**src/design/adc_init_cfg.svh**
```systemverilog
`ifndef ADC_INIT_CFG_SVH
`define ADC_INIT_CFG_SVH

// ######################################################################
// SPI timing
// ######################################################################

// System clocks per SCK half period.
`define ADC_SCK_DIV 4

// Clocks with chip select high between two frames.
`define ADC_CS_GAP 8

// ######################################################################
// Register table
// ######################################################################

`define ADC_INIT_LEN 18 // Address/value pairs sent per run.

`endif
```
**src/design/adc_pkg.sv**
```systemverilog
`default_nettype none

package adc_pkg;

    // ADC register map fields.
    typedef logic [7:0] adc_reg_addr_t;
    typedef logic [7:0] adc_reg_data_t;

    // Position in the init table.
    typedef logic [4:0] seq_index_t;

    typedef enum logic [1:0]
    {
        SEQ_IDLE   = 2'd0, // No run since reset.
        SEQ_LAUNCH = 2'd1, // Frame start is issued here.
        SEQ_WAIT   = 2'd2, // Frame on the wire.
        SEQ_DONE   = 2'd3  // Table sent, done level held.
    } seq_state_t;

endpackage

`default_nettype wire

```
**src/design/spi_pkg.sv**
```systemverilog
`default_nettype none

package spi_pkg;

    // One frame on the wire, address in the upper byte.
    typedef logic [15:0] spi_word_t;

    // Bit position inside a frame.
    typedef logic [4:0] spi_bit_cnt_t;

    typedef enum logic [1:0]
    {
        SPI_IDLE  = 2'd0, // Chip select high, waiting for a start.
        SPI_SHIFT = 2'd1,
        SPI_GAP   = 2'd2  // Chip select high, minimum gap.
    } spi_state_t;

endpackage

`default_nettype wire

```
**src/design/adc_init_top.sv**
```systemverilog
`default_nettype none

module adc_init_top
    import spi_pkg::*;
    import adc_pkg::*;
(
    input  logic O_tx_done,
    input  logic I_rst_n,
    input  logic tx_en,
    output logic spi_sck,
    output logic spi_mosi,
    output logic spi_cs_n,
    output logic cfg_busy,
    output logic cfg_done
);

    seq_index_t    index;
    adc_reg_addr_t reg_addr;
    adc_reg_data_t reg_data;
    spi_word_t     frame_word;
    logic          frame_start;
    logic          frame_done;

    adc_init_seq u_seq
    (
        .O_tx_done   (O_tx_done),
        .I_rst_n     (I_rst_n),
        .tx_en       (tx_en),
        .frame_done  (frame_done),
        .reg_addr    (reg_addr),
        .reg_data    (reg_data),
        .index       (index),
        .frame_word  (frame_word),
        .frame_start (frame_start),
        .cfg_busy    (cfg_busy),
        .cfg_done    (cfg_done)
    );

    // Register table lookup.
    adc_init_rom u_rom
    (
        .index    (index),
        .reg_addr (reg_addr),
        .reg_data (reg_data)
    );

    spi_master u_spi
    (
        .O_tx_done   (O_tx_done),
        .I_rst_n     (I_rst_n),
        .frame_start (frame_start),
        .frame_word  (frame_word),
        .spi_sck     (spi_sck),
        .spi_mosi    (spi_mosi),
        .spi_cs_n    (spi_cs_n),
        .frame_done  (frame_done)
    );

endmodule

`default_nettype wire

```
**src/design/spi_master.sv**
```systemverilog
`default_nettype none

`include "adc_init_cfg.svh"

module spi_master
    import spi_pkg::*;
(
    input  logic      O_tx_done,
    input  logic      I_rst_n,
    input  logic      frame_start,
    input  spi_word_t frame_word,
    output logic      spi_sck,
    output logic      spi_mosi,
    output logic      spi_cs_n,
    output logic      frame_done
);

    spi_state_t   state;
    logic [7:0]   tick_cnt;  // SCK divider, reused for the gap.
    spi_bit_cnt_t bit_cnt;
    spi_word_t    shreg;
    logic         sck_tick;
    logic         gap_end;
    logic         sck_fall;
    logic         launch;

    assign sck_tick = (tick_cnt == 8'(`ADC_SCK_DIV - 1));
    assign gap_end  = (tick_cnt == 8'(`ADC_CS_GAP - 1));
    assign sck_fall = (state == SPI_SHIFT) && sck_tick && spi_sck;
    assign launch   = (state == SPI_IDLE) && frame_start;

    // ######################################################################
    // Frame timing
    // ######################################################################

    always_ff @(posedge O_tx_done or negedge I_rst_n)
    begin
        if (!I_rst_n)
        begin
            state      <= SPI_IDLE;
            tick_cnt   <= '0;
            bit_cnt    <= '0;
            spi_sck    <= 1'b0;
            spi_mosi   <= 1'b0;
            spi_cs_n   <= 1'b1;
            frame_done <= 1'b0;
        end
        else
        begin
            frame_done <= 1'b0;
            case (state)
                SPI_IDLE:
                begin
                    if (frame_start)
                    begin
                        spi_cs_n <= 1'b0;
                        spi_mosi <= frame_word[15]; // MSB set up before first rise.
                        tick_cnt <= '0;
                        bit_cnt  <= '0;
                        state    <= SPI_SHIFT;
                    end
                end
                SPI_SHIFT:
                begin
                    if (sck_tick)
                    begin
                        tick_cnt <= '0;
                        if (!spi_sck)
                            spi_sck <= 1'b1; // Slave samples here.
                        else
                        begin
                            spi_sck  <= 1'b0;
                            spi_mosi <= shreg[15];
                            if (bit_cnt == spi_bit_cnt_t'(15))
                            begin
                                // Last fall, CS rises on the same edge.
                                spi_cs_n <= 1'b1;
                                state    <= SPI_GAP;
                            end
                            else
                                bit_cnt <= bit_cnt + 1'b1;
                        end
                    end
                    else
                        tick_cnt <= tick_cnt + 1'b1;
                end
                SPI_GAP:
                begin
                    if (gap_end)
                    begin
                        tick_cnt   <= '0;
                        frame_done <= 1'b1;
                        state      <= SPI_IDLE;
                    end
                    else
                        tick_cnt <= tick_cnt + 1'b1;
                end
                default: state <= SPI_IDLE;
            endcase
        end
    end

    // Zeros shift in, so MOSI is back low after the last bit.
    always_ff @(posedge O_tx_done)
    begin
        if (launch)
            shreg <= {frame_word[14:0], 1'b0};
        else if (sck_fall)
            shreg <= {shreg[14:0], 1'b0};
    end

    // ######################################################################
    // Checks
    // ######################################################################

    a_sck_idle_low: assert property (@(posedge O_tx_done) disable iff (!I_rst_n)
        spi_cs_n |-> !spi_sck);

    a_done_pulse: assert property (@(posedge O_tx_done) disable iff (!I_rst_n)
        frame_done |=> !frame_done);

endmodule

`default_nettype wire

```
**src/design/adc_init_seq.sv**
```systemverilog
`default_nettype none

`include "adc_init_cfg.svh"

module adc_init_seq
    import spi_pkg::*;
    import adc_pkg::*;
(
    input  logic          O_tx_done,
    input  logic          I_rst_n,
    input  logic          tx_en,
    input  logic          frame_done,
    input  adc_reg_addr_t reg_addr,
    input  adc_reg_data_t reg_data,
    output seq_index_t    index,
    output spi_word_t     frame_word,
    output logic          frame_start,
    output logic          cfg_busy,
    output logic          cfg_done
);

    seq_state_t state;
    logic       tx_en_d;
    logic       start;
    logic       last_entry;
    logic       load;

    assign start = tx_en && !tx_en_d;

    // Issued for the single cycle spent in LAUNCH.
    assign frame_start = (state == SEQ_LAUNCH);

    // Index is 0 in idle and done, so entry 0 is ready at start.
    assign load = (start && (state == SEQ_IDLE || state == SEQ_DONE)) ||
                  (state == SEQ_WAIT && frame_done && !last_entry);

    // ######################################################################
    // Run control
    // ######################################################################

    always_ff @(posedge O_tx_done or negedge I_rst_n)
    begin
        if (!I_rst_n)
        begin
            state      <= SEQ_IDLE;
            tx_en_d    <= 1'b0;
            index      <= '0;
            last_entry <= 1'b0;
            cfg_busy   <= 1'b0;
            cfg_done   <= 1'b0;
        end
        else
        begin
            tx_en_d <= tx_en;
            case (state)
                SEQ_IDLE, SEQ_DONE:
                begin
                    if (start)
                    begin
                        cfg_busy <= 1'b1;
                        cfg_done <= 1'b0;
                        state    <= SEQ_LAUNCH;
                    end
                end
                SEQ_LAUNCH:
                begin
                    // Step ahead so the next pair is ready when the frame ends.
                    last_entry <= (index == seq_index_t'(`ADC_INIT_LEN - 1));
                    if (index != seq_index_t'(`ADC_INIT_LEN - 1))
                        index <= index + 1'b1;
                    state <= SEQ_WAIT;
                end
                SEQ_WAIT:
                begin
                    if (frame_done)
                    begin
                        if (last_entry)
                        begin
                            cfg_busy <= 1'b0;
                            cfg_done <= 1'b1;
                            index    <= '0;
                            state    <= SEQ_DONE;
                        end
                        else
                            state <= SEQ_LAUNCH;
                    end
                end
                default: state <= SEQ_IDLE;
            endcase
        end
    end

    always_ff @(posedge O_tx_done)
    begin
        if (load)
            frame_word <= {reg_addr, reg_data}; // Address goes out first.
    end

    // ######################################################################
    // Checks
    // ######################################################################

    a_start_then_wait: assert property (@(posedge O_tx_done) disable iff (!I_rst_n)
        frame_start |=> (state == SEQ_WAIT) && !frame_start);

    a_index_range: assert property (@(posedge O_tx_done) disable iff (!I_rst_n)
        index < seq_index_t'(`ADC_INIT_LEN));

endmodule

`default_nettype wire

```
**src/design/adc_init_rom.sv**
```systemverilog
`default_nettype none

`include "adc_init_cfg.svh"

module adc_init_rom
    import adc_pkg::*;
(
    input  seq_index_t    index,
    output adc_reg_addr_t reg_addr,
    output adc_reg_data_t reg_data
);

    always_comb
    begin
        reg_addr = '0;
        reg_data = '0;
        if (index < seq_index_t'(`ADC_INIT_LEN))
        begin
            reg_data = 8'h07; // Most registers take the same value.
            case (index)
                5'd0:
                begin
                    reg_addr = 8'h06;
                    reg_data = 8'h02;
                end
                5'd1:
                begin
                    reg_addr = 8'h07;
                    reg_data = 8'h55; // Alternating pattern.
                end
                5'd2:    reg_addr = 8'h08;
                5'd3:    reg_addr = 8'h0B;
                5'd4:    reg_addr = 8'h0C;
                5'd5:    reg_addr = 8'h0D;
                5'd6:    reg_addr = 8'h0F;
                5'd7:    reg_addr = 8'h10;
                5'd8:    reg_addr = 8'h11;
                5'd9:    reg_addr = 8'h12;
                5'd10:   reg_addr = 8'h13;
                5'd11:   reg_addr = 8'h14;
                5'd12:   reg_addr = 8'h15;
                5'd13:   reg_addr = 8'h16;
                5'd14:   reg_addr = 8'h17;
                5'd15:   reg_addr = 8'h18;
                5'd16:   reg_addr = 8'h1F;
                5'd17:   reg_addr = 8'h20; // Last entry.
                default:
                begin
                    reg_addr = '0;
                    reg_data = '0;
                end
            endcase
        end
    end

endmodule

`default_nettype wire

```
**config.mk**
```make
export PLATFORM = sky130hd
export DESIGN_NAME = adc_init_top
export DESIGN_NICKNAME = d
export VERILOG_FILES = /design/src/design/adc_pkg.sv /design/src/design/spi_pkg.sv /design/src/design/adc_init_top.sv /design/src/design/spi_master.sv /design/src/design/adc_init_seq.sv /design/src/design/adc_init_rom.sv
export VERILOG_INCLUDE_DIRS = /design/src /design/src/design
export SDC_FILE = /design/constraint.sdc
export NUM_CORES = 1
export LEC_CHECK = 0
export BUFFER_PORTS_ARGS = -buffer_cell sky130_fd_sc_hd__buf_2
export CAP_MARGIN = 20
export CORE_MARGIN = 2
export CORE_UTILIZATION = 55
export DETAILED_ROUTE_END_ITERATION = 7
export PLACE_DENSITY = 0.84
export SETUP_SLACK_MARGIN = 0.5
export SLEW_MARGIN = 0
export SYNTH_ARGS = -nofsm -noshare
export SYNTH_HDL_FRONTEND = slang
export SYNTH_HIERARCHICAL = 1
export SYNTH_SLANG_ARGS = --single-unit
```
**constraint.sdc**
```tcl
create_clock -name O_tx_done -period 5.08 [get_ports O_tx_done]
set_input_delay 1.016 -clock O_tx_done [delete_from_list [all_inputs] [get_ports O_tx_done]]
set_output_delay 1.016 -clock O_tx_done [all_outputs]
set_load 0.01 [all_outputs]
```
Word level (Yosys, flattened, before mapping)
Cells that the tools add are included.

cells by class
  add/subtract/negate cells = 3
  $lt $le $gt $ge = 1
  eq/ne operators = 36
  mux-type cells = 47
  reductions and logical operators = 30

operators with widths
  kind                                                                      number
  6-bit case mux with 18 select lines                                       1
  5-bit by 4-bit == test with 1-bit output (second input constant)          9
  5-bit two-way mux                                                         7
  16-bit two-way mux                                                        2
  8-bit two-way mux                                                         3
  8-bit case mux with 3 select lines                                        1
  7-bit case mux with 3 select lines                                        1
  5-bit by 3-bit == test with 1-bit output (second input constant)          4
  5-bit case mux with 2 select lines                                        2
  1-bit two-way mux                                                         16
  2-bit two-way mux                                                         8
  16-bit OR reduction                                                       1
  5-bit AND reduction                                                       3
  2-bit by 1-bit inequality test with 1-bit output (second input constant)  7
  2-bit case mux with 3 select lines                                        2
  4-bit AND reduction                                                       3
  5-bit by 1-bit adder with 5-bit output (second input constant)            2
  5-bit by 2-bit == test with 1-bit output (second input constant)          2
  5-bit == test (second input constant)                                     2
  8-bit by 1-bit adder with 8-bit output (second input constant)            1
  8-bit by 2-bit == test with 1-bit output (second input constant)          1
  8-bit by 3-bit == test with 1-bit output (second input constant)          1
  1-bit case mux with 2 select lines                                        4
  2-bit nonzero test                                                        4
  other kinds (14)                                                          30

word-level totals
  register bits after elaboration = 61
  output and inout port bits = 5
  logic and storage cells = 132

Logic depth before layout (Yosys ltp)
Gate-level depths: netlist (run 1).

  depth after elaboration = 5
  mapped depth = 8
  depth with buffers taken out = 7

By module
Netlist (run 1), hierarchy kept.

modules (own cells, without submodules)
  module        times used  cells an instance  area an instance (um^2)  sequential area each (um^2)
  spi_master    1           174                1831.8                   927.1
  adc_init_seq  1           80                 1132.3                   755.7
  adc_init_rom  1           44                 284.0                    0.0

Worst setup path after synthesis (run 1)
OpenSTA, ideal clock, no wires.

  kind = reg-to-reg
  from = register u_spi.tick_cnt[0]
  to = register u_spi.shreg[10] (enable)
  setup time = 0.408 ns
  arrival time = 2.572 ns
  data required time = 4.672 ns
  path slack = 2.100 ns
  cell stages (with the launch flop) = 6
  path buffers = 0
  clock period less this slack = 2.980 ns
  cells stage by stage = dfrtp_1 ha_1 or4b_4 nor2_1 nand2_1 o21ai_0

on the way
  word-level cells in the longest chain between the ends = 4

ends and longest elaborated chain
  item                                      line               RTL
  from (decl)                               spi_master.sv:19   logic [7:0] tick_cnt;
  from (signal assigned)                    spi_master.sv:85   tick_cnt <= tick_cnt + 1'b1;
  from (signal assigned)                    spi_master.sv:96   tick_cnt <= tick_cnt + 1'b1;
  8-bit by 2-bit == test with 1-bit output  spi_master.sv:27   assign sck_tick = (tick_cnt == 8'(`ADC_SCK_DIV - 1));
  1-bit logical AND (2 in a row)            spi_master.sv:29   assign sck_fall = (state == SPI_SHIFT) && sck_tick && spi_sck;
  2-bit nonzero test (no source line)       n/a
  to (signal assigned)                      spi_master.sv:107  shreg <= {frame_word[14:0], 1'b0};
  to (signal assigned)                      spi_master.sv:109  shreg <= {shreg[14:0], 1'b0};
  to (decl)                                 spi_master.sv:21   spi_word_t shreg;

No other way between the ends.
A chain may end at the register's enable or synchronous reset.

Worst setup path in the final report (run 1)
Same ends and word-level chain as after synthesis.

==> Flow_metrics.wiki, run 1 <==
{| class="wikitable"
! Metric !! Value
|-
| Status || complete, no violations
|-
| Cells taking the most area after synthesis || edfxtp_1 29%, dfrtp_1 22%, mux2_2 5.2%, ha_1 5.0%, nand2_1 3.1%
|-
| Number of I/O port buffers || 7
|-
| Initial Util || 0.5792
|-
| Via count || 2252
|-
| R2R cell count || 6
|-
| Global-route total usage across every layer || 0.1878
|-
| Final weighted congestion of routability-driven global placement || 0.8966
|-
| Detailed-route DRC error count || 0
|-
| Most used flip-flop cell after synthesis || edfxtp_1
|-
| Share of total power in sequential cells || 0.543
|-
| Number of setup violations in the final report || 0
|-
| Fill cell total of the finished layout || around 460
|-
| Share of the yosys chip area belonging to registers || 0.5181
|-
| Cells after synthesis || about 300
|-
| Hold Slack || 0.5140 ns
|-
| Post-CTS setup buffer count || 0
|-
| Final clock skew || between 0.008 and 0.009 ns
|-
| Die Height || 80.85 µm
|-
| Unrepaired setup endpoints after global routing || no
|-
| Worst-path fanout max || 9
|-
| Vias in the first global route || 1914
|-
| Hold depth || 1
|-
| Wire length of the first global-routing pass || a little over 9000 µm
|-
| Total count of hold-check failures in the final report || 0
|-
| Placed wire-length estimate after detailed placement || roughly 3800 µm
|-
| Crit end category || flip-flop
|-
| Share of the cycle needed by the critical path after routing || 0.5365
|-
| Number of nets with antenna violations after routing || 0
|-
| Core Area || approximately 5600 µm²
|-
| Total Routed Length || between 5000 and 6000 µm
|-
| Switching share of power || 0.2165
|-
| Area fraction of the dominant cell type after synthesis || 0.2866
|-
| Post-detailed-route wirelength per cell || 15.11 µm
|-
| Share of synthesized cell area in and, or, nand and nor gates || 0.1641
|-
| Most common cell after layout, fill and taps aside || edfxtp_1
|-
| Number of antenna violations at the first check in global routing || 0
|-
| Drt first pass iters || 4
|-
| Clk sinks || a little over 60
|-
| Cell type with the largest total area after synthesis || edfxtp_1
|-
| Combinational family with the most area after synthesis || simple AND/OR/NAND/NOR gates
|-
| Post-layout net count || between 300 and 400
|-
| Nature of the critical path startpoint || flip-flop
|-
| Clock Power Share || 0.450
|-
| Slew at the pin closest to its max-slew limit || approximately 0.80 ns
|-
| Complex-gate fraction of the synthesized area || 0.1263
|-
| Required time at the worst-slack endpoint || just over 5 ns
|-
| Drt via density || around 6.0
|-
| Number of flip-flops and latches in the synthesized netlist || around 60
|-
| Cell leakage power || between 1 and 1.5 nW
|-
| Initial DRC Count || about 190
|-
| Total negative slack for setup checks || 0 ns
|-
| Full die area || 6537 µm²
|-
| CTS tree || yes
|-
| Area Growth Syn to Fin || 7.126%
|-
| Site Rows || 27
|-
| Number of flops mapped to enable cells by yosys || 31
|-
| Internal power || roughly 0.75 mW
|-
| End of the worst register-to-register path || u_spi/shreg[10]$_DFFE_PP_
|-
| Net switching power || slightly above 0.2 mW
|-
| Final critical-path required period || ~2.7 ns
|-
| Sink of the worst hold path || u_seq/cfg_done$_DFFE_PN0P_
|-
| Start-to-end type of the worst setup path || reg -> reg
|-
| Post-CTS clock slew at the launch and capture registers of the worst setup and hold paths || approximately 0.080 ns
|-
| Share of synthesized area spent on multiplexers || 0.07126
|-
| Combinational fraction of design power || 0.007
|-
| Number of ports placed on the die boundary || 8
|-
| Clk Latency, worst-skew pair || between 0.3 and 0.4 ns
|-
| Largest vdd supply drop || 0.0001675 V
|-
| Slew Limit Fails || 0
|-
| Clock buffer count from CTS || 9
|-
| Cts-stage hold buffer count || 0
|-
| Leftover overflow at the end of global routing || 0
|-
| Hold Startpoint || u_seq/cfg_done$_DFFE_PN0P_
|-
| Total of cells resized after clock tree synthesis || 0
|-
| Total design power || around 0.95 mW
|-
| Synth Cell Area || 3248 µm²
|-
| H-tree level count || 3
|-
| Post-synthesis share of cell area spent on full adders, half adders and majority gates || 0.05008
|-
| Achievable clock frequency || approximately 370 MHz
|-
| Largest net degree at the start of global routing || 31
|-
| Power density over the cells || roughly 270 nW/µm²
|-
| Root cell of the clock tree || clkbuf_8
|-
| Most frequent cells in the layout || 31 x edfxtp_1, 29 x dfrtp_1, 27 x nand2_1
|-
| Mean Syn Cell Area || 10.90 µm²
|-
| Layout cell share with drive strength beyond 1 || 0.1574
|-
| Source of the worst register-to-register timing path || u_spi/tick_cnt[0]$_DFFE_PN0P_
|-
| Worst setup slack for register-to-register paths || between 2 and 2.5 ns
|-
| Xor-xnor portion of the synthesized cell area || 0.01618
|-
| Share of synthesized registers carrying an async set or reset || 0.4918
|-
| Max-capacitance violation count || 0
|-
| Syn. warnings || 6
|-
| Arrival @ worst endpoint || approximately 2.8 ns
|-
| Number of unique standard cell types used by synthesis || 60
|-
| Die Wd || between 80 and 90 µm
|-
| Clock Path Buffers || 2
|-
| Slew margin rel. || 0.4655
|-
| Worst hold-check path type || reg -> reg
|-
| Total inserted antenna cells || 0
|}
==> cell type report <==
class                           instances  area, µm²  area share
Multi-Input combinational cell        206       1409      0.4049
Clock inverter                          7      75.07     0.02157
Inverter                               14      52.55     0.01510
Clock buffer                            9      123.9     0.03560
Sequential cell                        61       1683      0.4836
Timing Repair Buffer                    8      46.29     0.01330
Tap cell                               72      90.09     0.02589
==> stage by stage <==
| step | instance area (µm²) | setup WS [ns] | cells | util |
|---|---|---|---|---|
| after floorplan | 3263 | 2.100 | 302 | - |
| after CTS | 3480 | 2.366 | 377 | 0.6205 |
| final | 3480 | 2.355 | 377 | 0.6205 |
| after global routing | 3480 | 2.130 | 377 | 0.6205 |
| after global placement | 3269 | 2.154 | 360 | 0.5830 |
| after detailed placement | 3281 | 2.388 | 361 | 0.5850 |
==> registers in the layout, indices dropped and copies added, names as in the netlist <==
signal and count:
u_seq/frame_word 16, u_seq/last_entry 1, u_spi/state 2, u_spi/spi_cs_n 1, u_seq/cfg_done 1, u_seq/cfg_busy 1, u_spi/tick_cnt 8, u_spi/bit_cnt 5
u_seq/state 2, u_seq/tx_en_d 1, u_seq/index 5, u_spi/frame_done 1, u_spi/spi_mosi 1, u_spi/spi_sck 1, u_spi/shreg 15
==> power by group through the flow <==
stage | clock network [mW] | logic, mW | registers, mW
2_1_floorplan | 0 | 0.00353 | 0.527
3_3_place_gp | 0 | 0.00650 | 0.527
3_5_place_dp | 0 | 0.00682 | 0.527
4_1_cts | 0.437 | 0.00676 | 0.517
5_1_grt | 0.459 | 0.00789 | 0.517
6_report | 0.428 | 0.00641 | 0.517
==> logic make-up (layout without fill, tap and decap cells) <==
group,Yosys count,in the layout
flops,61,61
buf+inv,35,38
xor+xnor,6,6
mux,21,21
other cells,1,5
fa+ha+maj,13,13
compound gates,62,62
simple gates,99,99
==> synth_stat cells (all sizes together) (4+ instances only) <==
| cell type | n |
|---|---|
| edfxtp | 31 |
| dfrtp | 29 |
| nand2 | 27 |
| nor2 | 20 |
| mux2 | 17 |
| a21oi | 16 |
| buf | 14 |
| inv | 14 |
| o21ai | 14 |
| ha | 13 |
| nand3 | 9 |
| clkbuf | 7 |
| nand4 | 7 |
| o211ai | 6 |
| and3 | 5 |
| nand2b | 5 |
| mux2i | 4 |
| nor3 | 4 |
==> per-layer routing <==
metal | part of all wire | vias up | track usage
met3 | 0.042 | 5 | 0.06000
met5 | 0 | - | 0
li1 | - | 1095 | -
met1 | 0.48 | 1101 | 0.2586
met4 | 0.0090 | 0 | 0.06610
met2 | 0.47 | 51 | 0.2810
==> worst max-delay path, stage by stage, from the launching register on <==
cell     delay [ns]
dfrtp_1        0.42
ha_1           0.29
or4b_4         0.53
nor2_1         0.26
nand2_1        0.14
o21ai_1        0.57
buf_6          0.23
==> how the worst max path moves through the flow <==
stage | from | end | slack [ns] | cells after the start
after floorplan | u_spi/tick_cnt[0]$_DFFE_PN0P_ | u_spi/shreg[10]$_DFFE_PP_ | 2.10 | 5
after global placement | u_spi/tick_cnt[0]$_DFFE_PN0P_ | u_spi/shreg[10]$_DFFE_PP_ | 2.15 | 5
after detailed placement | u_spi/tick_cnt[0]$_DFFE_PN0P_ | u_spi/shreg[10]$_DFFE_PP_ | 2.39 | 6
after CTS | u_spi/tick_cnt[0]$_DFFE_PN0P_ | u_spi/shreg[13]$_DFFE_PP_ | 2.37 | 6
after global routing | u_spi/tick_cnt[0]$_DFFE_PN0P_ | u_spi/shreg[10]$_DFFE_PP_ | 2.13 | 6
final | u_spi/tick_cnt[0]$_DFFE_PN0P_ | u_spi/shreg[10]$_DFFE_PP_ | 2.35 | 6
No activity file was read; power rests on OpenSTA's default activity.
==> inputs of run 2 (changes only) <==
Clock period 5.08 ns to 2.56 ns, I/O delays scaled along.
==> Flow_metrics.wiki, run 2 (synthesis results as in run 1) <==
{| class="wikitable"
! Metric !! Value
|-
| Number of ports placed on the die boundary || 8
|-
| Clock Power Share || 0.477
|-
| Drt via density || slightly above 6
|-
| Drt first pass iters || 4
|-
| Post-detailed-route wirelength per cell || between 15 and 20 µm
|-
| Slew margin rel. || 0.5224
|-
| Fill cell total of the finished layout || between 400 and 500
|-
| Most frequent cells in the layout || 31 x edfxtp_1, 27 x dfrtp_1, 25 x nand2_1
|-
| Share of the core filled with cells in the final layout || 0.6486
|-
| Total design power || approximately 2 mW
|-
| Final weighted congestion of routability-driven global placement || between 0.8 and 0.9
|-
| Arrival @ worst endpoint || 2.08 ns
|-
| Initial DRC Count || 140
|-
| Share of total power in sequential cells || 0.516
|-
| Worst-path fanout max || 15
|-
| Critical-path cell list || ha_4 -> or4b_4 -> nor2_4 -> nand2_2 -> o21ai_4 -> buf_12
|-
| Achievable clock frequency || a little under 500 MHz
|-
| Layout cell share with drive strength beyond 1 || 0.2141
|-
| H-tree level count || 3
|-
| Top flop regs || u_seq/frame_word: 16 flops, u_spi/shreg: 15 flops, u_spi/tick_cnt: 8 flops
|-
| Wire length of the first global-routing pass || between 9000 and 10000 µm
|-
| Number of setup violations in the final report || 0
|-
| Register bank with the most flops || u_seq/frame_word
|-
| Total Routed Length || 6033 µm
|-
| Post-CTS clock slew at the launch and capture registers of the worst setup and hold paths || around 0.07 ns
|-
| Switching share of power || 0.2047
|-
| Detailed-route DRC error count || 0
|-
| Largest net degree at the start of global routing || 31
|-
| Critical Path Max Stage Delay || 0.52 ns
|-
| Slew at the pin closest to its max-slew limit || approximately 0.71 ns
|-
| Count of buffer and inverter cells on the critical path || 1
|-
| Unrepaired setup endpoints after global routing || yes
|-
| Start-to-end type of the worst setup path || reg -> reg
|-
| Net switching power || ~0.4 mW
|-
| Total inserted antenna cells || 0
|-
| Power density over the cells || 546.0 nW/µm²
|-
| Worst setup slack for register-to-register paths || between 0.5 and 0.6 ns
|-
| Post-layout net count || 324
|-
| Cts-stage hold buffer count || 0
|-
| Full die area || between 6000 and 7000 µm²
|-
| Cell leakage power || approximately 1.4 nW
|-
| Final clock skew || roughly 0.0085 ns
|-
| Clk sinks || slightly above 60
|-
| Root cell of the clock tree || clkbuf_8
|-
| Cell type group with the largest total delay on the critical path || simple AND/OR/NAND/NOR gates
|-
| Status || complete, no violations
|-
| Site Rows || 27
|-
| Number of nets with antenna violations after routing || 0
|-
| Crit end category || flip-flop
|-
| Area Growth Syn to Fin || 11.98%
|-
| Core Area || 5608 µm²
|-
| Most common cell after layout, fill and taps aside || edfxtp_1
|-
| CTS tree || yes
|-
| Vias in the first global route || 2055
|-
| Required time at the worst-slack endpoint || approximately 2.6 ns
|-
| Cell with the largest stage delay on the worst path || or4b_4
|-
| Clock Path Buffers || 2
|-
| End of the worst register-to-register path || u_spi/shreg[14]$_DFFE_PP_
|-
| Combinational fraction of design power || 0.006
|-
| Max-capacitance violation count || 0
|-
| Share of the cycle needed by the critical path after routing || 0.7933
|-
| Die Wd || 80.85 µm
|-
| Number of antenna violations at the first check in global routing || 0
|-
| R2R cell count || 6
|-
| Die Height || 80.85 µm
|-
| Global-route total usage across every layer || 0.1949
|-
| Clk Latency, worst-skew pair || 0.34 ns
|-
| Leftover overflow at the end of global routing || 0
|-
| Largest vdd supply drop || 0.0003310 V
|-
| Via count || approximately 2300
|-
| Internal power || between 1.5 and 2 mW
|-
| Slew Limit Fails || 0
|-
| Nature of the critical path startpoint || flip-flop
|-
| Flip-flop count of the largest register after layout || 16
|-
| Final critical-path required period || 2.031 ns
|-
| Initial Util || 0.5792
|-
| Placed wire-length estimate after detailed placement || 3724 µm
|-
| Number of I/O port buffers || 7
|-
| Source of the worst register-to-register timing path || u_spi/tick_cnt[0]$_DFFE_PN0P_
|-
| Clock buffer count from CTS || 9
|-
| Total negative slack for setup checks || 0 ns
|-
| Total count of hold-check failures in the final report || 0
|-
| Worst hold-check path type || in -> async
|}
run 2: cell count changes in the layout (fill, tap and decap cells not counted), sizes merged:
cell / change
buf: +8
clkinvlp: -2
bufinv: +1
clkinv: +1
run 2: what timing repair did:
action                                  in CTS  in global routing
gates resized for setup                      0                  9
buffers inserted                             1                  3
endpoints found under the setup margin      15                 39
pin swaps                                    1                  1
run 2: how the worst max path moves through the flow:
stage / startpoint / to / slack [ns] / cells past startpoint
after CTS: u_spi/tick_cnt[1]$_DFFE_PN0P_ / u_spi/shreg[2]$_DFFE_PP_ / 0.51 / 6
after global routing: u_spi/state[1]$_DFFE_PN0P_ / u_spi/tick_cnt[0]$_DFFE_PN0P_ / 0.41 / 6
final: u_spi/tick_cnt[0]$_DFFE_PN0P_ / u_spi/shreg[14]$_DFFE_PP_ / 0.53 / 6
after detailed placement: u_spi/tick_cnt[1]$_DFFE_PN0P_ / u_spi/shreg[11]$_DFFE_PP_ / 0.32 / 5
after floorplan: u_spi/tick_cnt[1]$_DFFE_PN0P_ / u_spi/shreg[10]$_DFFE_PP_ / 0.52 / 5
after global placement: u_spi/tick_cnt[1]$_DFFE_PN0P_ / u_spi/shreg[11]$_DFFE_PP_ / 0.36 / 5
run 2: per-stage QoR:
stage	setup slack [ns]	hold slack (ns)	cell area (µm²)	instances
2_1_floorplan	0.5154	0.2164	3296	302
3_3_place_gp	0.3621	0.4690	3338	365
3_5_place_dp	0.3213	0.4991	3338	365
4_1_cts	0.5087	0.2162	3581	382
5_1_grt	0.4118	0.2471	3637	385
6_report	0.5290	0.1966	3637	385
run 2: per-layer routing:
metal	global-route usage	share of wire	up-vias	wire length, µm
met2	0.2950	0.48	86	2916
met5	0	0	-	0
met3	0.05667	0.054	8	326
met1	0.2675	0.45	1146	2710
met4	0.07288	0.013	0	79
li1	-	-	1106	-
run 2: final cells by class:
cell class	count	area [µm²]	share of cell area
clock buffer	9	123.9	0.03406
clock inverter	7	98.84	0.02718
inverter	14	52.55	0.01445
multi-input combinational	206	1471	0.4045
sequential	61	1685	0.4634
tap	72	90.09	0.02477
timing repair buffer	16	115.1	0.03165
run 2: power by group through the flow:
| stage | Clock, mW | Combinational, mW | Sequential (mW) |
|---|---|---|---|
| 4_1_cts | 0.968 | 0.0132 | 1.03 |
| 3_3_place_gp | 0 | 0.0128 | 1.05 |
| 2_1_floorplan | 0 | 0.00701 | 1.05 |
| 5_1_grt | 1.01 | 0.0156 | 1.02 |
| 3_5_place_dp | 0 | 0.0132 | 1.05 |
| 6_report | 0.948 | 0.0123 | 1.03 |
